### src/source/core_pkg.sv
package core_pkg;

  localparam int word_width = 64;
  localparam int inst_width = 32;
  localparam int line_bytes = 64;
  localparam int line_width = line_bytes * 8;
  localparam int beats_per_line = line_width / word_width;
  localparam int icache_lines = 4;

  // address split for the instruction cache
  localparam int line_offset_bits = $clog2(line_bytes);
  localparam int icache_index_bits = $clog2(icache_lines);
  localparam int icache_tag_bits = word_width - line_offset_bits - icache_index_bits;

  // read request to memory: read bit, memory space, no sub-id
  localparam int bus_tag_width = 13;
  localparam logic [bus_tag_width-1:0] bus_read_tag = 13'h1100;

  localparam logic [6:0] op_reg = 7'b0110011;
  localparam logic [6:0] op_imm = 7'b0010011;
  localparam logic [6:0] op_lui = 7'b0110111;
  localparam logic [6:0] op_jal = 7'b1101111;

  typedef enum logic [3:0] {
    alu_add,
    alu_sub,
    alu_sll,
    alu_slt,
    alu_sltu,
    alu_xor,
    alu_srl,
    alu_sra,
    alu_or,
    alu_and
  } alu_op_e;

  typedef struct packed {
    logic [6:0] funct7;
    logic [4:0] rs2;
    logic [4:0] rs1;
    logic [2:0] funct3;
    logic [4:0] rd;
    logic [6:0] opcode;
  } r_fmt_t;

  typedef struct packed {
    logic [11:0] imm;
    logic [4:0]  rs1;
    logic [2:0]  funct3;
    logic [4:0]  rd;
    logic [6:0]  opcode;
  } i_fmt_t;

  // upper 20 bits, used by lui directly and by jal after unscrambling
  typedef struct packed {
    logic [19:0] imm;
    logic [4:0]  rd;
    logic [6:0]  opcode;
  } j_fmt_t;

  typedef union packed {
    r_fmt_t r_fmt;
    i_fmt_t i_fmt;
    j_fmt_t j_fmt;
  } inst_u;

  typedef struct packed {
    logic                  valid;
    logic [word_width-1:0] pc;
    inst_u                 inst;
  } fetch_t;

  typedef struct packed {
    logic                  valid;
    logic [word_width-1:0] pc;
    logic [4:0]            rd;
    logic [word_width-1:0] operand_a;
    logic [word_width-1:0] operand_b;
    alu_op_e               alu_op;
    logic                  is_jal;
    logic                  writes_rd;
  } decoded_t;

  typedef struct packed {
    logic [word_width-1:0] pc;
    logic [4:0]            rd;
    logic [word_width-1:0] value;
  } retire_t;

  typedef struct packed {
    logic                     reqcyc;
    logic [word_width-1:0]    req;
    logic [bus_tag_width-1:0] reqtag;
  } bus_req_t;

  typedef struct packed {
    logic                     respcyc;
    logic [word_width-1:0]    resp;
    logic [bus_tag_width-1:0] resptag;
  } bus_resp_t;

endpackage
### src/source/icache.sv
`timescale 1ns/1ps

module icache (
  input  logic                            clk,
  input  logic                            reset,
  input  logic [core_pkg::word_width-1:0] pc,
  output logic                            hit,
  output core_pkg::inst_u                 inst,
  output logic                            fill_req,
  output logic [core_pkg::word_width-1:0] fill_addr,
  input  logic                            fill_valid,
  input  logic [core_pkg::line_width-1:0] fill_line
);
  import core_pkg::*;

  logic [line_width-1:0]        lines [icache_lines];
  logic [icache_tag_bits-1:0]   tags [icache_lines];
  logic [icache_lines-1:0]      line_valid;
  logic [icache_index_bits-1:0] index;
  logic [icache_index_bits-1:0] fill_index;
  logic [icache_tag_bits-1:0]   pc_tag;
  logic [line_offset_bits-3:0]  word_sel;
  logic                         start_miss;

  assign index = pc[line_offset_bits +: icache_index_bits];
  assign pc_tag = pc[word_width-1 -: icache_tag_bits];
  assign word_sel = pc[line_offset_bits-1:2];
  assign fill_index = fill_addr[line_offset_bits +: icache_index_bits];

  // lookup is purely combinational so fetch sees hit in the same cycle
  assign hit = line_valid[index] && (tags[index] == pc_tag);
  assign inst = lines[index][word_sel*inst_width +: inst_width];

  assign start_miss = !fill_req && !hit;

  always_ff @(posedge clk) begin
    if (reset) begin
      line_valid <= '0;
      fill_req <= 1'b0;
    end else begin
      if (fill_valid) begin
        fill_req <= 1'b0;
        line_valid[fill_index] <= 1'b1;
      end else if (start_miss) begin
        fill_req <= 1'b1;
      end
    end
  end

  always_ff @(posedge clk) begin
    // line address is latched once, pc may move on a redirect
    if (start_miss) begin
      fill_addr <= pc & ~word_width'(line_bytes - 1);
    end
    if (fill_valid) begin
      lines[fill_index] <= fill_line;
      tags[fill_index] <= fill_addr[word_width-1 -: icache_tag_bits];
    end
  end

endmodule

### config.mk
export PLATFORM = sky130hd
export DESIGN_NAME = icache
export DESIGN_NICKNAME = d
export VERILOG_FILES = /design/src/source/core_pkg.sv /design/src/source/icache.sv
export SDC_FILE = /design/constraint.sdc
export NUM_CORES = 2
export LEC_CHECK = 0
export BUFFER_PORTS_ARGS = -buffer_cell sky130_fd_sc_hd__buf_2
export CAP_MARGIN = 20
export CORE_ASPECT_RATIO = 0.5
export CORE_UTILIZATION = 35
export DETAILED_ROUTE_END_ITERATION = 6
export HOLD_SLACK_MARGIN = 0.15
export PLACE_DENSITY = 0.51
export SKIP_LAST_GASP = 1
export SYNTH_ARGS = -nofsm -noshare
export SYNTH_HDL_FRONTEND = slang
export SYNTH_SLANG_ARGS = --single-unit
### constraint.sdc
create_clock -name clk -period 70.1 [get_ports clk]
set_input_delay 7.01 -clock clk [delete_from_list [all_inputs] [get_ports clk]]
set_output_delay 7.01 -clock clk [all_outputs]
set_load 0.01 [all_outputs]
==> summary.txt <==
Outcome
  – Status: finished, final reports clean

Power
  – VDD IR max: 0.0186 mV
  – Pleak: between 30 and 40 nW
  – PD cells: 28.4 nW/um2

STA
  – Setup TNS: 0 ns
  – Final Skew: ~0.038 ns
  – Max_slew headroom: a little over a quarter
  – Slew @ Worst Pin: 1.11 ns
  – Slack of the critical path: 50.08 ns
  – Minimum clock period: approximately 20 ns
  – Count of pins over their slew limit: 0
  – Unrepaired setup endpoints after global routing: no
  – Final Setup Violations: 0
  – Final hold viol count: 0
  – Tcrit/Tclk final: 28.6%
  – Max frequency: about 0.05 GHz

Min path
  – Worst hold-check path type: reg -> reg

Synthesis
  – Cell taking the most area after synthesis: edfxtp_1
  – Area contributors post-synth: edfxtp_1 (79%), mux4_2 (18%), mux2i_1 (0.55%)
  – Number of unique standard cell types used by synthesis: 52
  – Synthesized area per cell: between 20 and 30 um2
  – Post-synthesis cell count: 3,437
  – Synth top area share: between 70% and 80%
  – Dominant synthesized flop cell: edfxtp_1
  – Yosys reg bits: 2,335
  – EDFF count, synth: 2,330
  – Async S/R FF share, synth: 0%
  – Mapped Area: 88,400 um2
  – Ys Warns: 0
  – Seq/Total Area, Yosys: about four fifths

Clock network
  – Clock H-tree levels: 4
  – Skew-Pair Late Insertion Delay: slightly below 0.9 ns
  – Root buffer cell: clkbuf_16
  – Setup Buffers After CTS: 0
  – Clock transition at path regs: about 0.060 ns
  – Maximum root-to-sink buffer count: 4
  – CTS-repair resized insts: 0
  – CTS tree: built
  – Sinks on Clock Net: between 2,000 and 2,500
  – CTS buffer count: around 220
  – Hold-fix buffers at CTS: 0

Cells and area
  – FF/Latch Area: 70,100 um2
  – Layout Area Growth over Synthesis: 15.7%
  – Final Net Count: approximately 4,800
  – Commonest non-fill, non-tap cell in the layout: edfxtp_1
  – Area occupied by multi-input gates: approximately 18,000 um2
  – Most frequent cells in the layout: edfxtp_1 (2,330), mux4_2 (700), buf_2 (662)
  – Fillers: between 20,000 and 25,000
  – Fin cells: roughly 7,800
  – Fraction of layout instances using a drive strength above 1: slightly below 40%

Worst setup path
  – CP max stage cell: buf_4
  – Worst setup path class: in -> out
  – Reg-to-Reg End: lines[1][32]
  – Required @ worst endpoint: 63.09 ns
  – Critical path, cell by cell: buf_8 > buf_4 > buf_4 > buf_4 > buf_4 > mux4_2 > mux4_2 > mux4_2 > buf_2
  – Critical path capture point: inst[31]
  – Startpoint types: primary input
  – Cells on worst reg2reg path: 5
  – Beginning of the critical path: pc[6]
  – Data arrival, critical path: ~13 ns
  – Crit-path most repeated cell: buf_4
  – Worst Path Max Fanout: 76
  – Worst path max stage delay: around 0.85 ns
  – Reg2reg setup slack: 64.98 ns
  – FF-to-FF Start: fill_addr[7]
  – Crit end category: primary output

Floorplan
  – Die Span Y: 357 um
  – Width of the die: about 700 um
  – # IOs: 677
  – Die area: 255,000 um2
  – # rows: 130
  – CORE AREA: ~250,000 um2
  – Initial Util: 35.2%

Global route
  – Total track usage: between 15 and 20%
  – Initial antenna violation count: between 200 and 250
  – Largest net degree at the start of global routing: between 100 and 150
  – Number of global-route vias before repair: 41,700
  – Final global-route overflow total: 0
  – First-pass GRT wire length: between 300,000 and 400,000 um

Placement
  – RD Place Congestion: 0.753
  – Placed insts: roughly 7,400
  – Number of buffers added on ports: between 600 and 700
  – Pre-CTS WS: ~50 ns
  – Detailed Place HPWL: ~140,000 um

Detailed routing
  – Drt initial violations: 3,059
  – Wire length per cell: between 20 and 30 um
  – Via/cell ratio: between 5 and 6
  – Total vias in the final route: roughly 40,000
  – Routed Antenna Nets: 0
  – Residual DRC: 0
  – First-pass DRT Iterations: 7
  – Final wirelength: 219,000 um

Run
  – Max_cap viols: 0
==> layout make-up <==
cell class / count / share of cell area [%]
Antenna cell: 33 / 0.0808
Tap cell: 3366 / 4.12
Clock buffer: 282 / 5.59
Clock inverter: 96 / 0.629
Inverter: 10 / 0.0367
Timing Repair Buffer: 738 / 3.88
Sequential cell: 2335 / 68.5
Multi-Input combinational cell: 925 / 17.1
==> stage by stage <==
stage	area, um2	power (mW)	hold slack [ns]	utilization [%]
3_5_place_dp	95800	1.83	0.467	38.1
6_report	102000	2.90	0.489	40.7
2_1_floorplan	88400	1.78	0.432	-
4_1_cts	102000	2.94	0.482	40.7
3_3_place_gp	95800	1.83	0.473	38.1
5_1_grt	102000	3.00	0.530	40.7
==> per-layer routing <==
metal  up-vias  routed length, um  global-route usage, %
met1     21200              81800                   19.8
met2      1087             119000                   31.0
met5         -                219                      0
met4        34               8770                   6.24
li1      16700                  -                      -
met3       615               9190                   2.99
==> sequential cells by signal, indices dropped and copies added (netlist names) <==
name	flops
lines	2048
tags	224
fill_addr	58
line_valid	4
fill_req	1
==> Yosys cell counts (4+ instances only) <==
cell	instances
buf_6	4
dfxtp_1	5
edfxtp_1	2330
nor2_1	13
mux2i_1	49
nand2_1	24
o22ai_1	8
buf_4	14
a221oi_1	5
mux4_2	700
inv_1	10
xnor2_1	38
nand4_1	7
buf_2	57
o21ai_0	12
clkbuf_1	84
xor2_1	5
mux2_2	9
buf_1	12
o211ai_1	4
==> logic make-up (layout without fill, tap and decap cells) <==
family / count (synthesis) / in the layout / share of synthesized area, %
DFF: 2335 / 2335 / 79.3
muxes: 759 / 759 / 18.5
buffers and inverters: 182 / 1126 / 0.960
and+or+nand+nor: 63 / 63 / 0.364
AOI/OAI and AO/OA: 54 / 54 / 0.447
xor gates and xnor gates: 43 / 43 / 0.426
other: 1 / 39 / 0.00424
==> how the worst min path moves through the flow <==
stage	start	endpoint	slack (ns)	cells after the start
floorplan	line_valid[3]	line_valid[3]	0.43	2
global placement	line_valid[1]	line_valid[1]	0.47	2
detailed placement	line_valid[3]	line_valid[3]	0.47	2
CTS	line_valid[3]	line_valid[3]	0.48	2
global route	line_valid[0]	line_valid[0]	0.53	2
finish	line_valid[2]	line_valid[2]	0.49	2
==> critical path: cells and delay by family <==
kind,cells,cell delay [ns]
buffers and inverters,6,3.94
muxes,3,1.77
==> power by group <==
part	total, mW	internal, mW	switching, mW
logic	0.193	0.0816	0.111
registers	1.60	1.59	0.0120
clock network	1.10	0.595	0.506
total	2.90	2.27	0.630
Note: power is estimated with default switching activity, not from simulation.
