`src/source/core_pkg.sv`:
```
package core_pkg;

  localparam int word_width = 64;
  localparam int inst_width = 32;
  localparam int line_bytes = 64;
  localparam int line_width = line_bytes * 8;
  localparam int beats_per_line = line_width / word_width;
  localparam int icache_lines = 4;

  // address split for the instruction cache
  localparam int line_offset_bits = $clog2(line_bytes);
  localparam int icache_index_bits = $clog2(icache_lines);
  localparam int icache_tag_bits = word_width - line_offset_bits - icache_index_bits;

  // read request to memory: read bit, memory space, no sub-id
  localparam int bus_tag_width = 13;
  localparam logic [bus_tag_width-1:0] bus_read_tag = 13'h1100;

  localparam logic [6:0] op_reg = 7'b0110011;
  localparam logic [6:0] op_imm = 7'b0010011;
  localparam logic [6:0] op_lui = 7'b0110111;
  localparam logic [6:0] op_jal = 7'b1101111;

  typedef enum logic [3:0] {
    alu_add,
    alu_sub,
    alu_sll,
    alu_slt,
    alu_sltu,
    alu_xor,
    alu_srl,
    alu_sra,
    alu_or,
    alu_and
  } alu_op_e;

  typedef struct packed {
    logic [6:0] funct7;
    logic [4:0] rs2;
    logic [4:0] rs1;
    logic [2:0] funct3;
    logic [4:0] rd;
    logic [6:0] opcode;
  } r_fmt_t;

  typedef struct packed {
    logic [11:0] imm;
    logic [4:0]  rs1;
    logic [2:0]  funct3;
    logic [4:0]  rd;
    logic [6:0]  opcode;
  } i_fmt_t;

  // upper 20 bits, used by lui directly and by jal after unscrambling
  typedef struct packed {
    logic [19:0] imm;
    logic [4:0]  rd;
    logic [6:0]  opcode;
  } j_fmt_t;

  typedef union packed {
    r_fmt_t r_fmt;
    i_fmt_t i_fmt;
    j_fmt_t j_fmt;
  } inst_u;

  typedef struct packed {
    logic                  valid;
    logic [word_width-1:0] pc;
    inst_u                 inst;
  } fetch_t;

  typedef struct packed {
    logic                  valid;
    logic [word_width-1:0] pc;
    logic [4:0]            rd;
    logic [word_width-1:0] operand_a;
    logic [word_width-1:0] operand_b;
    alu_op_e               alu_op;
    logic                  is_jal;
    logic                  writes_rd;
  } decoded_t;

  typedef struct packed {
    logic [word_width-1:0] pc;
    logic [4:0]            rd;
    logic [word_width-1:0] value;
  } retire_t;

  typedef struct packed {
    logic                     reqcyc;
    logic [word_width-1:0]    req;
    logic [bus_tag_width-1:0] reqtag;
  } bus_req_t;

  typedef struct packed {
    logic                     respcyc;
    logic [word_width-1:0]    resp;
    logic [bus_tag_width-1:0] resptag;
  } bus_resp_t;

endpackage
```
`src/source/decode.sv`:
```
`timescale 1ns/1ps

module decode (
  input  logic                 clk,
  input  logic                 reset,
  input  core_pkg::fetch_t     fetch,
  input  logic                 flush,
  input  core_pkg::retire_t    wb,
  input  logic                 wb_valid,
  input  logic                 wb_writes,
  output core_pkg::decoded_t   decoded
);
  import core_pkg::*;

  // fields held between fetch and execute, operands are read out later
  typedef struct packed {
    logic [word_width-1:0] pc;
    logic [4:0]            rd;
    logic [4:0]            rs1;
    logic [4:0]            rs2;
    logic                  a_is_pc;
    logic                  b_is_imm;
    logic [word_width-1:0] imm;
    alu_op_e               alu_op;
    logic                  is_jal;
    logic                  writes_rd;
  } stage_t;

  function automatic alu_op_e alu_for(input logic [2:0] funct3, input logic alt);
    alu_op_e op;
    case (funct3)
      3'd0: op = alt ? alu_sub : alu_add;
      3'd1: op = alu_sll;
      3'd2: op = alu_slt;
      3'd3: op = alu_sltu;
      3'd4: op = alu_xor;
      3'd5: op = alt ? alu_sra : alu_srl;
      3'd6: op = alu_or;
      default: op = alu_and;
    endcase
    return op;
  endfunction

  inst_u                 inst;
  stage_t                stage_d;
  stage_t                stage_q;
  logic                  valid_q;
  logic [word_width-1:0] regs [1:31];
  logic [word_width-1:0] rs1_val;
  logic [word_width-1:0] rs2_val;
  logic                  wb_write;

  assign inst = fetch.inst;
  assign wb_write = wb_valid && wb_writes;

  always_comb begin
    stage_d = '0;
    stage_d.pc = fetch.pc;
    stage_d.rd = inst.r_fmt.rd;
    stage_d.rs1 = inst.r_fmt.rs1;
    stage_d.rs2 = inst.r_fmt.rs2;
    stage_d.b_is_imm = 1'b1;
    stage_d.imm = {{(word_width-12){inst.i_fmt.imm[11]}}, inst.i_fmt.imm};
    stage_d.alu_op = alu_add;
    case (inst.r_fmt.opcode)
      op_reg: begin
        stage_d.b_is_imm = 1'b0;
        stage_d.alu_op = alu_for(inst.r_fmt.funct3, inst.r_fmt.funct7[5]);
        stage_d.writes_rd = 1'b1;
      end
      op_imm: begin
        // bit 10 of the immediate picks srai, addi has no subtract form
        stage_d.alu_op = alu_for(inst.i_fmt.funct3,
                                 inst.i_fmt.funct3 == 3'd5 && inst.i_fmt.imm[10]);
        stage_d.writes_rd = 1'b1;
      end
      op_lui: begin
        // x0 plus the upper immediate
        stage_d.rs1 = 5'd0;
        stage_d.imm = {{(word_width-32){inst.j_fmt.imm[19]}}, inst.j_fmt.imm, 12'b0};
        stage_d.writes_rd = 1'b1;
      end
      op_jal: begin
        stage_d.a_is_pc = 1'b1;
        stage_d.imm = {{(word_width-21){inst.j_fmt.imm[19]}}, inst.j_fmt.imm[19],
                       inst.j_fmt.imm[7:0], inst.j_fmt.imm[8], inst.j_fmt.imm[18:9], 1'b0};
        stage_d.is_jal = 1'b1;
        stage_d.writes_rd = 1'b1;
      end
      default: begin
        stage_d.rd = 5'd0;
      end
    endcase
  end

  always_ff @(posedge clk) begin
    if (reset) begin
      valid_q <= 1'b0;
    end else begin
      valid_q <= fetch.valid && !flush;
    end
  end

  always_ff @(posedge clk) begin
    stage_q <= stage_d;
    if (wb_write) begin
      regs[wb.rd] <= wb.value;
    end
  end

  // the instruction just ahead is in wb and not yet in the file
  always_comb begin
    if (stage_q.rs1 == 5'd0) begin
      rs1_val = '0;
    end else if (wb_write && wb.rd == stage_q.rs1) begin
      rs1_val = wb.value;
    end else begin
      rs1_val = regs[stage_q.rs1];
    end
    if (stage_q.rs2 == 5'd0) begin
      rs2_val = '0;
    end else if (wb_write && wb.rd == stage_q.rs2) begin
      rs2_val = wb.value;
    end else begin
      rs2_val = regs[stage_q.rs2];
    end
  end

  always_comb begin
    decoded.valid = valid_q && !flush;
    decoded.pc = stage_q.pc;
    decoded.rd = stage_q.rd;
    decoded.operand_a = stage_q.a_is_pc ? stage_q.pc : rs1_val;
    decoded.operand_b = stage_q.b_is_imm ? stage_q.imm : rs2_val;
    decoded.alu_op = stage_q.alu_op;
    decoded.is_jal = stage_q.is_jal;
    decoded.writes_rd = stage_q.writes_rd;
  end

endmodule

```
`config.mk`:
```
export PLATFORM = sky130hd
export DESIGN_NAME = decode
export DESIGN_NICKNAME = d
export VERILOG_FILES = /design/src/source/core_pkg.sv /design/src/source/decode.sv
export SDC_FILE = /design/constraint.sdc
export NUM_CORES = 2
export LEC_CHECK = 0
export BUFFER_PORTS_ARGS = -buffer_cell sky130_fd_sc_hd__buf_4
export CAP_MARGIN = 20
export CORE_MARGIN = 1
export CORE_UTILIZATION = 60
export CTS_BUF_LIST = sky130_fd_sc_hd__clkbuf_2 sky130_fd_sc_hd__clkbuf_4 sky130_fd_sc_hd__clkbuf_8
export CTS_CLUSTER_SIZE = 20
export DETAILED_ROUTE_END_ITERATION = 10
export PLACE_DENSITY = 0.78
export SYNTH_ARGS = -nofsm -noshare
export SYNTH_HDL_FRONTEND = slang
export SYNTH_SLANG_ARGS = --single-unit
```
`constraint.sdc`:
```
create_clock -name clk -period 5.1 [get_ports clk]
set_clock_uncertainty 0.1 [all_clocks]
set_input_delay 0.51 -clock clk [delete_from_list [all_inputs] [get_ports clk]]
set_output_delay 0.51 -clock clk [all_outputs]
set_load 0.03 [all_outputs]
```
==> metrics.cfg <==
[timing]
setup_tns_ns = -0.216
timing.final.ws_setup_ns = -0.0821
min_period_ns = 5.18
max_freq_mhz = 193
rsz0062_at_grt = no
max_slew_margin_pct = 14.4
worst_slew_pin_slew_ns = 1.28
finalHoldViolations = 0
finalSetupViolCount = 5
fin_crit_sh_pct = 102
drv_slew = 0

[power]
leakage_uw = 0.0371
power_density_nw_per_um2 = 338
total_power_uw = 37700
peakVddDrop_uv = 297

[worst_hold_path]
min_path_cells = 2
hold_path_end = decoded[191]$_DFF_P_
min_from = fetch[84]
hp-class = input port to flop

[clock_tree]
htreeDepth = 5
cts_buffer_depth = 4
cts_buffers = 350
clk_pin_slew_ns = 0.06
clkSinkCount = 2103
cts_root_buffer = clkbuf_8
cts_tree = yes

[drt]
drtPass1Iterations = 9
drt_iter0_drc = 10400
routed_via_density = 7.55
drtAntennaViolNets = 0
vias = 64000
wl_per_cell_um = 37.5
drc_errors = 0
wl_mm = 318

[outcome]
status = finished, violations left
violations = negative setup slack

[cells_and_area]
multi_input_area_um2 = 32300
area_growth_pct = 15.2
layout-drive-gt1-share_pct = 34.2
final_cells = 8477
finalInstanceArea_um2 = 111000
fill_cells = 9713
nets = 6266
regArea_um2 = 62000

[place]
gp_congestion = 0.888
io_buffers = 374
dp.final_hpwl_mm = 178
place_ws_ns = 0.880
placed_cells = 7597
place_area_um2 = 102000

[floorplanning]
floorplan.io_pins = 439
dieArea_um2 = 163000
start_util_pct = 60.3
fp-row-count = 147
core_area_um2 = 160000
fp.dieW_um = 404
die_h_um = 404

[critical_path]
worstPathMaxFanout = 47
crit_path_end_kind = output port
crit_arrival_ns = 4.57
worst_setup_path_start_kind = flop
path_class = flop to output port
required_ns = 4.49

[synthesis]
synth.area.top_cells = edfxtp_1 (62%), mux4_2 (18%), mux2i_1 (3.8%)
synth_area_per_cell_um2 = 18.0
syn_area_um2 = 96800
yosysMostFrequentCell = edfxtp_1
ys_seq_elements = 2103
syn-num-nets = 5608
ys.flop_type = edfxtp_1
yosysUniqueCellTypes = 49
yosysSeqAreaShare_pct = 64.0
yosys-top-cells-count = edfxtp_1 (1,984), mux4_2 (764), mux2i_1 (368)
synth_edf_count = 1984
synth_area_leader_cell = edfxtp_1
synth_cells = 5373
yosysTopAreaCellShare_pct = 61.6
synth-async-reset-ratio_pct = 0
yosysWarnings = 0

[global_routing]
overflow = 0
grt_pass1_vias = 63100
track_usage_pct = 38.8
grt-busiest-layer = met2
use_met2_pct = 56.9
antenna_found_initial = 33
grt_pass1_wl_mm = 445
grt_max_degree = 135
met3_usage_pct = 13.6
grtUsageMet1_pct = 50.0

[run]
cap_violations = 0

[cells by family (layout without fill, tap and decap cells)]
group / after synthesis / count (layout) / share of synthesized area (%)
buf+inv: 537 / 1459 / 2.90
mux: 1305 / 1305 / 23.6
other cells: 0 / 22 / 0
xor+xnor: 9 / 9 / 0.0815
compound gates: 900 / 900 / 6.87
simple gates: 519 / 519 / 2.51
flops: 2103 / 2103 / 64.0
[through the flow]
stage | hold WS [ns] | utilization, %
final | 0.0527 | 69.5
after global routing | 0.0340 | 69.5
after CTS | 0.000273 | 69.4
after detailed placement | 0.515 | 63.7
after global placement | 0.514 | 63.7
after floorplan | 0.438 | -
[layout make-up]
| cell class | instances | share of cell area, % |
|---|---|---|
| repair buffers | 839 | 6.84 |
| inverters | 4 | 0.0157 |
| well taps | 2160 | 2.42 |
| diodes | 22 | 0.0494 |
| clock buffers | 478 | 5.27 |
| clock inverters | 138 | 0.765 |
| multi-input cells | 2733 | 29.0 |
| flip-flops and latches | 2103 | 55.6 |
[how the worst max path moves through the flow]
stage                           startpoint                    end  slack, ns
finish                 stage_q[74]$_DFF_P_            decoded[17]      -0.08
global route        stage_q[80]$_SDFF_PN0_           decoded[104]       0.08
CTS                 stage_q[79]$_SDFF_PN0_           decoded[117]      0.004
detailed placement  stage_q[77]$_SDFF_PN0_           decoded[126]       0.88
global placement    stage_q[77]$_SDFF_PN0_           decoded[126]       0.88
floorplan                           wb[64]  regs[28][0]$_DFFE_PP_       0.62
[per-layer routing]
metal,vias to the layer above,wire [um]
met2,6326,141000
met5,-,194
met4,30,23600
met1,32100,103000
met3,1357,51200
li1,24200,-
[worst max-delay path: stages (launching register included)]
cell and delay, ns:
dfxtp_4 0.80, inv_4 0.27, nand3b_1 0.25, buf_12 0.42, o22ai_1 0.17, nor4_1 0.76
a221o_1 0.53, buf_4 0.26
[what timing repair did]
item,CTS,global route
endpoints found under the setup margin,19,15
hold endpoints to repair,2103,0
hold buffers,232,0
resized for setup,2,4
buffers inserted,2,8
pin swaps,0,1
[flip-flops by register name, summed over array words and instances, names as in the netlist]
signal   count
regs      1984
decoded     75
stage_q     43
valid_q      1
[cells in the final DEF (no fill, tap or decap), types with 32 or more instances in the layout]
cell / n
mux2_2: 173
clkinv_2: 41
nor3_1: 47
mux2i_1: 368
buf_12: 54
clkbuf_8: 366
a211o_1: 34
nor4_1: 50
mux4_2: 764
o22ai_1: 180
dfxtp_1: 108
nand2_1: 68
o31ai_1: 32
o21ai_0: 53
edfxtp_1: 1984
nor2b_1: 56
a22oi_1: 56
a221o_1: 96
clkinv_1: 77
buf_4: 547
nor2_4: 33
a22o_1: 32
a21oi_1: 35
o21ai_1: 33
clkbuf_4: 112
nor2_1: 203
dlygate4sd3_1: 232
a211oi_1: 225
[power breakdown]
part	switching (uW)	internal [uW]	leakage [uW]	total, uW
clock network	6800	7910	0.00357	14700
registers	169	19000	0.0189	19200
logic	2260	1520	0.0147	3780
total	9230	28500	0.0371	37700
Note: power is estimated with default switching activity, not from simulation.
