<file path="src/source/core_pkg.sv">
package core_pkg;

  localparam int word_width = 64;
  localparam int inst_width = 32;
  localparam int line_bytes = 64;
  localparam int line_width = line_bytes * 8;
  localparam int beats_per_line = line_width / word_width;
  localparam int icache_lines = 4;

  // address split for the instruction cache
  localparam int line_offset_bits = $clog2(line_bytes);
  localparam int icache_index_bits = $clog2(icache_lines);
  localparam int icache_tag_bits = word_width - line_offset_bits - icache_index_bits;

  // read request to memory: read bit, memory space, no sub-id
  localparam int bus_tag_width = 13;
  localparam logic [bus_tag_width-1:0] bus_read_tag = 13'h1100;

  localparam logic [6:0] op_reg = 7'b0110011;
  localparam logic [6:0] op_imm = 7'b0010011;
  localparam logic [6:0] op_lui = 7'b0110111;
  localparam logic [6:0] op_jal = 7'b1101111;

  typedef enum logic [3:0] {
    alu_add,
    alu_sub,
    alu_sll,
    alu_slt,
    alu_sltu,
    alu_xor,
    alu_srl,
    alu_sra,
    alu_or,
    alu_and
  } alu_op_e;

  typedef struct packed {
    logic [6:0] funct7;
    logic [4:0] rs2;
    logic [4:0] rs1;
    logic [2:0] funct3;
    logic [4:0] rd;
    logic [6:0] opcode;
  } r_fmt_t;

  typedef struct packed {
    logic [11:0] imm;
    logic [4:0]  rs1;
    logic [2:0]  funct3;
    logic [4:0]  rd;
    logic [6:0]  opcode;
  } i_fmt_t;

  // upper 20 bits, used by lui directly and by jal after unscrambling
  typedef struct packed {
    logic [19:0] imm;
    logic [4:0]  rd;
    logic [6:0]  opcode;
  } j_fmt_t;

  typedef union packed {
    r_fmt_t r_fmt;
    i_fmt_t i_fmt;
    j_fmt_t j_fmt;
  } inst_u;

  typedef struct packed {
    logic                  valid;
    logic [word_width-1:0] pc;
    inst_u                 inst;
  } fetch_t;

  typedef struct packed {
    logic                  valid;
    logic [word_width-1:0] pc;
    logic [4:0]            rd;
    logic [word_width-1:0] operand_a;
    logic [word_width-1:0] operand_b;
    alu_op_e               alu_op;
    logic                  is_jal;
    logic                  writes_rd;
  } decoded_t;

  typedef struct packed {
    logic [word_width-1:0] pc;
    logic [4:0]            rd;
    logic [word_width-1:0] value;
  } retire_t;

  typedef struct packed {
    logic                     reqcyc;
    logic [word_width-1:0]    req;
    logic [bus_tag_width-1:0] reqtag;
  } bus_req_t;

  typedef struct packed {
    logic                     respcyc;
    logic [word_width-1:0]    resp;
    logic [bus_tag_width-1:0] resptag;
  } bus_resp_t;

endpackage
</file>
<file path="src/source/memory_controller.sv">
`timescale 1ns/1ps

module memory_controller (
  input  logic                            clk,
  input  logic                            reset,
  input  logic                            fill_req,
  input  logic [core_pkg::word_width-1:0] fill_addr,
  output logic                            fill_valid,
  output logic [core_pkg::line_width-1:0] fill_line,
  output core_pkg::bus_req_t              bus_req,
  input  logic                            bus_reqack,
  input  core_pkg::bus_resp_t             bus_resp,
  output logic                            bus_respack
);
  import core_pkg::*;

  typedef enum logic [1:0] {
    mc_idle,
    mc_request,
    mc_collect
  } mc_state_e;

  mc_state_e                         state;
  logic [word_width-1:0]             line_addr;
  logic [line_width-1:0]             line_buf;
  logic [$clog2(beats_per_line)-1:0] beat_count;
  logic                              beat_ok;
  logic                              last_beat;

  assign beat_ok = (state == mc_collect) && bus_resp.respcyc &&
                   (bus_resp.resptag == bus_read_tag);
  assign last_beat = (beat_count == $bits(beat_count)'(beats_per_line - 1));

  // every beat on the bus is taken in the cycle it shows up
  assign bus_respack = bus_resp.respcyc;

  assign bus_req.reqcyc = (state == mc_request);
  assign bus_req.req = line_addr;
  assign bus_req.reqtag = bus_read_tag;

  assign fill_line = line_buf;

  always_ff @(posedge clk) begin
    if (reset) begin
      state <= mc_idle;
      beat_count <= '0;
      fill_valid <= 1'b0;
    end else begin
      fill_valid <= 1'b0;
      case (state)
        mc_idle: begin
          // fill_req is still up during the fill_valid cycle
          if (fill_req && !fill_valid) begin
            state <= mc_request;
            beat_count <= '0;
          end
        end
        mc_request: begin
          if (bus_reqack) begin
            state <= mc_collect;
          end
        end
        mc_collect: begin
          if (beat_ok) begin
            beat_count <= beat_count + 1'b1;
            if (last_beat) begin
              state <= mc_idle;
              fill_valid <= 1'b1;
            end
          end
        end
        default: begin
          state <= mc_idle;
        end
      endcase
    end
  end

  always_ff @(posedge clk) begin
    if (state == mc_idle && fill_req) begin
      line_addr <= fill_addr;
    end
    // beats come lowest address first, so shift in from the top
    if (beat_ok) begin
      line_buf <= {bus_resp.resp, line_buf[line_width-1:word_width]};
    end
  end

endmodule

</file>
<file path="config.mk">
export PLATFORM = sky130hd
export DESIGN_NAME = memory_controller
export DESIGN_NICKNAME = d
export VERILOG_FILES = /design/src/source/core_pkg.sv /design/src/source/memory_controller.sv
export SDC_FILE = /design/constraint.sdc
export NUM_CORES = 1
export LEC_CHECK = 0
export BUFFER_PORTS_ARGS = -buffer_cell sky130_fd_sc_hd__clkbuf_2
export CAP_MARGIN = 20
export CORE_AREA = 2 2 285 287
export CTS_BUF_LIST = sky130_fd_sc_hd__clkbuf_8
export CTS_CLUSTER_SIZE = 28
export DETAILED_ROUTE_END_ITERATION = 16
export DIE_AREA = 0 0 287 289
export GPL_ROUTABILITY_DRIVEN = 0
export GPL_TIMING_DRIVEN = 0
export SLEW_MARGIN = 20
export SYNTH_ARGS = -nofsm -noshare
export SYNTH_HDL_FRONTEND = slang
export SYNTH_SLANG_ARGS = --single-unit
</file>
<file path="constraint.sdc">
create_clock -name clk -period 8.3 [get_ports clk]
set_clock_uncertainty 0.1 [all_clocks]
set_input_delay 0.415 -clock clk [delete_from_list [all_inputs] [get_ports clk]]
set_output_delay 0.415 -clock clk [all_outputs]
set_load 0.02 [all_outputs]
</file>
==> qor.csv, run 1 <==
metric;value;unit
status;finished clean;
commonest non-fill, non-tap cell in the layout;clkbuf_2;
leak pwr;10.1;nW
starting density of the core;0.222;
Peak VDD IR;0.000169;V
Pwr Total;0.00573;W
core area;79900;um2
minimum clock period;3.42;ns
post-synthesis sequential area ratio;0.982;
largest family of logic cells by synthesized area;simple AND/OR/NAND/NOR gates;
syn_area_per_cell;28.4;um2
Finished Cell Area;26000;um2
Post-DP HPWL;42100;um
die width;287;um
cts bufs inserted;95;
Max Clock Freq;292;MHz
Worst Path Max Fanout;105;
met2 WL;26400;um
CTS root buffer;clkbuf_8;
Reg2Reg Depth;6;
Seq. cell area;17400;um2
# setup viols final;0;
share of cells above drive strength 1;0.522;
port buffer count;724;
post-synthesis instance area;17700;um2
pin count of the biggest net entering global routing;106;
clk_lat worst skew;0.68;ns
Antenna Nets Post-Route;0;
Die Span Y;289;um
area delta synth->final;46.6;%
Filler Cell Count;7692;
Hold Vio Cnt, Final;0;
DR iter-0 viols;734;
Die Footprint;82900;um2
simple-gate area share of the yosys netlist;0.00762;
DR WL/cell;20.7;um
clock-pin transition on the worst setup and hold timing paths;0.06;ns
hold path depth;0;
CP Data Arrival Time;3.61;ns
# Max-Cap Violations;0;
Syn Inst Count;625;
first-pass detailed-route iteration total;5;
DR DRC count;0;
Worst path max stage delay;0.46;ns
Num Clock Sinks;582;
via count;10400;
uppermost layer routed;met5;
number of distinct library cells after synthesis;21;
xor and xnor fraction of the mapped netlist area;0;
Crit-path slowest cell;dfxtp_1;
Compound-Gate Fraction of Synth Area;0.00183;
Met1 Wirelength;23600;um
Final Max Slew Viols;0;
vias in the first global route;10400;
CP cell instances;nor4b_1, and4_1, buf_8, buf_16, buf_16, buf_16;
first-pass GRT wire length;74600;um
site row count;104;
grt total ovfl;0;
met3 wire len;5110;um
initial antenna violation count;11;
PD cells;221;nW/um2
total global-route track usage;0.126;
Post-Synth Adder-Cell Area;0.00141;
H-Tree Depth;3;
Fin Hold WS;0.335;ns
crit start category;register;
Synth Register Bits;582;
Worst Tran Pin Value;0.589;ns
period utilization;0.412;
Tightest Hold Check Type;reg -> reg;
Clock Path Buffers;3;
Top Ports;738;
multiplexer share of the synthesized area;0;
synth warn;0;
TritonCTS clock tree;built;
postcts setup bufs;0;
RSZ-0062 raised after global routing;no;
Area after DPL;22900;um2
setup TNS;0;ns
CP endpoint kind;register;
Final nets;1747;
footprint of the multi-input gates;246;um2
most frequent cells in the layout;clkbuf_2, edfxtp_1, dlygate4sd3_1;
Required @ worst endpoint;8.49;ns
vias per cell;3.80;
Slew Limit Headroom;0.607;
kind of critical path;reg -> reg;
Top cell by count, worst path;buf_16;
Routed WL;56500;um
-- state kept, by name, summed over array words and instances (netlist names) --
register / count
fill_line: 512
line_addr: 64
beat_count: 3
state: 2
fill_valid: 1
-- cells in the mapped netlist (all sizes together) --
library cell	instances	area share
a211oi	1	0.00042
nor2b	1	0.00035
dfxtp	6	0.0068
and4	1	0.00049
nor3b	1	0.00042
ha	2	0.0014
edfxtp	576	0.98
nor4b	2	0.00099
nor2	1	0.00021
nor4bb	1	0.00056
nand3b	3	0.0013
nand4bb	1	0.00063
nand2b	2	0.00071
nand2	1	0.00021
conb	2	0.00042
nand4b	2	0.00099
nor4	1	0.00035
buf	15	0.0066
a21oi	5	0.0014
and2b	1	0.00042
-- per-layer routing --
layer,GRT usage,vias up
met3,0.0547,100
met4,0.0426,10
li1,-,4505
met5,0,-
met2,0.186,524
met1,0.166,5253
-- metrics by stage --
| stage | setup slack [ns] | std cells | util |
|---|---|---|---|
| 3_5_place_dp | 4.80 | 2431 | 0.287 |
| 6_report | 4.88 | 2737 | 0.325 |
| 5_1_grt | 4.61 | 2737 | 0.325 |
| 2_1_floorplan | 2.09 | 636 | - |
| 4_1_cts | 4.90 | 2735 | 0.325 |
| 3_3_place_gp | 0.0842 | 2420 | 0.284 |
-- power breakdown --
| part | internal [W] | switching, W | leakage [nW] |
|---|---|---|---|
| clock | 0.00118 | 0.00115 | 0.985 |
| sequential | 0.00322 | 0.00000996 | 5.26 |
| combinational | 0.0000883 | 0.0000907 | 3.83 |
-- cells by family (layout without fill, tap and decap cells) --
family / Yosys count / after routing
DFF: 582 / 582
AOI/OAI and AO/OA: 6 / 6
and+or+nand+nor: 18 / 18
buffers and inverters: 15 / 1054
other: 2 / 15
adders and majority gates: 2 / 2
-- cell type report --
cell class / count / area share
sequential: 582 / 0.670
timing repair buffer: 866 / 0.197
tap: 1060 / 0.0510
clock buffer: 96 / 0.0508
clock inverter: 77 / 0.0167
multi-input combinational: 39 / 0.00948
buffer: 15 / 0.00462
antenna: 2 / 0.000193
-- path summary, 6_finish.rpt --
kind                                  from                       end  slack (ns)
setup / recovery     state[1]$_SDFFE_PP0P_   fill_line[48]$_DFFE_PP_        4.88
hold / removal    fill_line[334]$_DFFE_PP_  fill_line[270]$_DFFE_PP_        0.34
setup reg to reg     state[1]$_SDFFE_PP0P_   fill_line[48]$_DFFE_PP_        4.88
hold reg to reg   fill_line[334]$_DFFE_PP_  fill_line[270]$_DFFE_PP_        0.34
-- repair_timing --
| action | in CTS | in global routing |
|---|---|---|
| hold endpoints to repair | 137 | 0 |
| hold buffers | 131 | 0 |
| resized for setup | 0 | 0 |
-- critical path, delay by kind of cell (launching register included) --
kind / cells / cell delay [ns]
and+or+nand+nor: 2 / 0.57
DFF: 1 / 0.46
buffers and inverters: 4 / 1.66
Note: power is estimated with default switching activity, not from simulation.
==> run 2: changes to the inputs <==
ABC_AREA = 1   (was not set)
CORE_AREA = 2 2 286 288   (was 2 2 285 287)
DIE_AREA = 0 0 288 290   (was 0 0 287 289)
clock period = 3.3 ns   (was 8.3 ns; I/O delays follow)
==> run 2 against run 1 <==
Against the previous run: sequential share of layout area fell by 1.7 points; worst setup slack worse by 4.8 ns; routed wire length shrank 0.45%; cell count increased by 3.0%; critical path type is now in -> reg; critical endpoint is now fill_line[248]$_DFFE_PP_.
==> qor.csv, run 2 <==
metric;value;unit;change
status;finished clean;;unchanged
Antenna Nets Post-Route;0;;unchanged
clk_lat worst skew;0.70;ns;was 0.68 ns
Crit-path slowest cell;dlygate4sd3_1;;was dfxtp_1
# Max-Cap Violations;0;;unchanged
number of flip-flops under the largest register name;512;;unchanged
post-synthesis instance area;17800;um2;was 17700 um2
Finished Cell Area;26700;um2;was 26000 um2
period utilization;0.963;;
starting density of the core;0.223;;was 0.222
worst setup path start;bus_resp[3];;was state[1]$_SDFFE_PP0P_
kind of critical path;in -> reg;;was reg -> reg
Post-Synth Adder-Cell Area;0.00140;;was 0.00141
Top Ports;738;;unchanged
PostCTS Resize Cnt;0;;unchanged
total global-route track usage;0.128;;was 0.126
Synth top area share;0.969;;was 0.975
CP Data Arrival Time;3.38;ns;was 3.61 ns
CP endpoint kind;register;;unchanged
die width;288;um;was 287 um
postcts setup bufs;0;;unchanged
uppermost layer routed;met5;;unchanged
Final nets;1831;;was 1747
most frequent cells in the layout;clkbuf_2, edfxtp_1, dlygate4sd3_1;;unchanged
pin count of the biggest net entering global routing;66;;was 106
Post-DP HPWL;40700;um;was 42100 um
via count;10700;;was 10400
port buffer count;724;;unchanged
HP Start;bus_resp[77];;was fill_line[334]$_DFFE_PP_
TritonCTS clock tree;built;;unchanged
Area after DPL;23100;um2;was 22900 um2
cts bufs inserted;95;;unchanged
Syn Inst Count;664;;was 625
Hold Vio Cnt, Final;0;;unchanged
Final Max Slew Viols;0;;unchanged
first-pass GRT wire length;77500;um;was 74600 um
simple-gate area share of the yosys netlist;0.0130;;was 0.00762
DR DRC count;0;;unchanged
top cell family by delay on the critical path;buffers and inverters;;unchanged
DR iter-0 viols;782;;was 734
met2 WL;26900;um;was 26400 um
Async SR Flop Fraction;0;;unchanged
area delta synth->final;49.5;%;was 46.6%
Peak VDD IR;0.000317;V;was 0.000169 V
Top cell by count, worst path;buf_16;;unchanged
initial antenna violation count;9;;was 11
number of distinct library cells after synthesis;19;;was 21
CP cell instances;dlygate4sd3_1, clkbuf_2, nor2_1, nand2_1, dlygate4sd3_1, inv_1, and3_4, buf_16, buf_16, buf_16, buf_16;;was nor4b_1, and4_1, buf_8, buf_16, buf_16, buf_16
syn_area_per_cell;26.9;um2;was 28.4 um2
crit start category;input pin;;was register
Met1 Wirelength;22900;um;was 23600 um
vias per cell;3.80;;about the same
H-Tree Depth;3;;unchanged
share of cells above drive strength 1;0.499;;was 0.522
Clock Path Buffers;3;;unchanged
minimum clock period;3.18;ns;
Max Clock Freq;315;MHz;
Main synth FF type;edfxtp_1;;unchanged
top cells by instance count after synthesis;edfxtp_1, nand2_1, nor2_1, buf_4, inv_1;;was edfxtp_1, buf_4, dfxtp_1, a21oi_1, nand3b_1
Post-synth EDFFs;576;;unchanged
Die Footprint;83500;um2;was 82900 um2
clock-pin transition on the worst setup and hold timing paths;0.06;ns;about the same
leak pwr;10.4;nW;was 10.1 nW
largest family of logic cells by synthesized area;simple AND/OR/NAND/NOR gates;;unchanged
Worst path max stage delay;0.57;ns;was 0.46 ns
site row count;104;;unchanged
Slew Limit Headroom;0.564;;was 0.607
grt total ovfl;0;;unchanged
Worst Path Max Fanout;61;;was 105
RSZ-0062 raised after global routing;no;;unchanged
met3 wire len;4960;um;was 5110 um
Required @ worst endpoint;3.50;ns;was 8.49 ns
multiplexer share of the synthesized area;0;;unchanged
Synth Register Bits;582;;unchanged
Compound-Gate Fraction of Synth Area;0.000561;;was 0.00183
xor and xnor fraction of the mapped netlist area;0;;unchanged
post-synthesis sequential area ratio;0.976;;was 0.982
synth warn;0;;unchanged
Tightest Hold Check Type;in -> reg;;was reg -> reg
Num Clock Sinks;582;;unchanged
vias in the first global route;11200;;was 10400
top cells by area, synth;edfxtp_1, dfxtp_1, buf_4;;unchanged
Worst Tran Pin Value;0.653;ns;was 0.589 ns
Routed WL;56300;um;was 56500 um
DR WL/cell;20.0;um;was 20.7 um
reg2reg start;state[1]$_SDFFE_PP0P_;;unchanged
# setup viols final;0;;unchanged
crit path buf inv count;8;;was 4
most frequent cell after synthesis;edfxtp_1;;unchanged
Fin Hold WS;0.0911;ns;was 0.335 ns
core area;80200;um2;was 79900 um2
Die Span Y;290;um;was 289 um
first-pass detailed-route iteration total;5;;unchanged
CTS root buffer;clkbuf_8;;unchanged
commonest non-fill, non-tap cell in the layout;clkbuf_2;;unchanged
PD cells;546;nW/um2;was 221 nW/um2
Synth area leader;edfxtp_1;;unchanged
==> run 2: cell count changes after synthesis, sizes merged, moves of 2 or more <==
cell,delta
nor4b,-2
nand4b,-2
nand3,+2
nand4,+2
nand3b,-3
inv,+12
a21oi,-3
nor2,+20
nand2,+21
nand2b,-2
==> run 2: logic make-up after synthesis <==
kind of cell | after synthesis
adder cells (fa/ha/maj) | 2
AO/OA/AOI/OAI | 2
flip-flops | 582
other | 2
buffers and inverters | 26
AND/OR/NAND/NOR | 50
==> run 2: layout make-up <==
class / count / area [um2]
Timing Repair Buffer: 910 / 5650
Clock inverter: 75 / 470
Multi-Input combinational cell: 68 / 340
Sequential cell: 582 / 17400
Clock buffer: 95 / 1310
Buffer: 14 / 105
Fill cell: 7668 / 53500
Tap cell: 1060 / 1330
Antenna cell: 3 / 7.51
Inverter: 12 / 45.0
==> run 2: timing repair <==
action,in CTS,in global routing
setup endpoints to repair,0,98
hold endpoints to repair,185,0
hold buffers,173,0
==> run 2: stage by stage <==
stage | power, W | setup TNS (ns) | setup WS (ns) | cells | utilization
2_1_floorplan | 0.00843 | -824.32 | -1.58 | 675 | -
3_3_place_gp | 0.00858 | -1486.91 | -2.87 | 2459 | 0.285
3_5_place_dp | 0.00860 | 0 | 0.243 | 2471 | 0.288
4_1_cts | 0.0147 | 0 | 0.178 | 2814 | 0.332
5_1_grt | 0.0151 | 0 | 0.0327 | 2817 | 0.333
6_report | 0.0146 | 0 | 0.121 | 2819 | 0.333
==> run 2: worst paths after layout <==
| kind | endpoint | slack [ns] | cells past startpoint |
|---|---|---|---|
| hold / removal | fill_line[410]$_DFFE_PP_ | 0.09 | 4 |
| setup reg to reg | fill_line[248]$_DFFE_PP_ | 0.27 | 7 |
| hold reg to reg | fill_line[422]$_DFFE_PP_ | 0.32 | 0 |
| setup / recovery | fill_line[248]$_DFFE_PP_ | 0.12 | 11 |
==> run 2: power breakdown <==
group          internal, W  switching, W
sequential         0.00810     0.0000281
clock              0.00303       0.00290
combinational     0.000255      0.000234
total               0.0114       0.00316
==> run 2: metal layers <==
layer  vias up  global-route usage
met4         6              0.0468
met5         -                   0
li1       4680                   -
met2       579               0.207
met3       101              0.0420
met1      5345               0.160
==> run 2: worst reg2reg max path, delay by kind of cell (launching register included) <==
kind | cells | cell delay, ns
AND/OR/NAND/NOR | 2 | 0.83
flip-flops | 1 | 0.37
buffers and inverters | 5 | 1.30
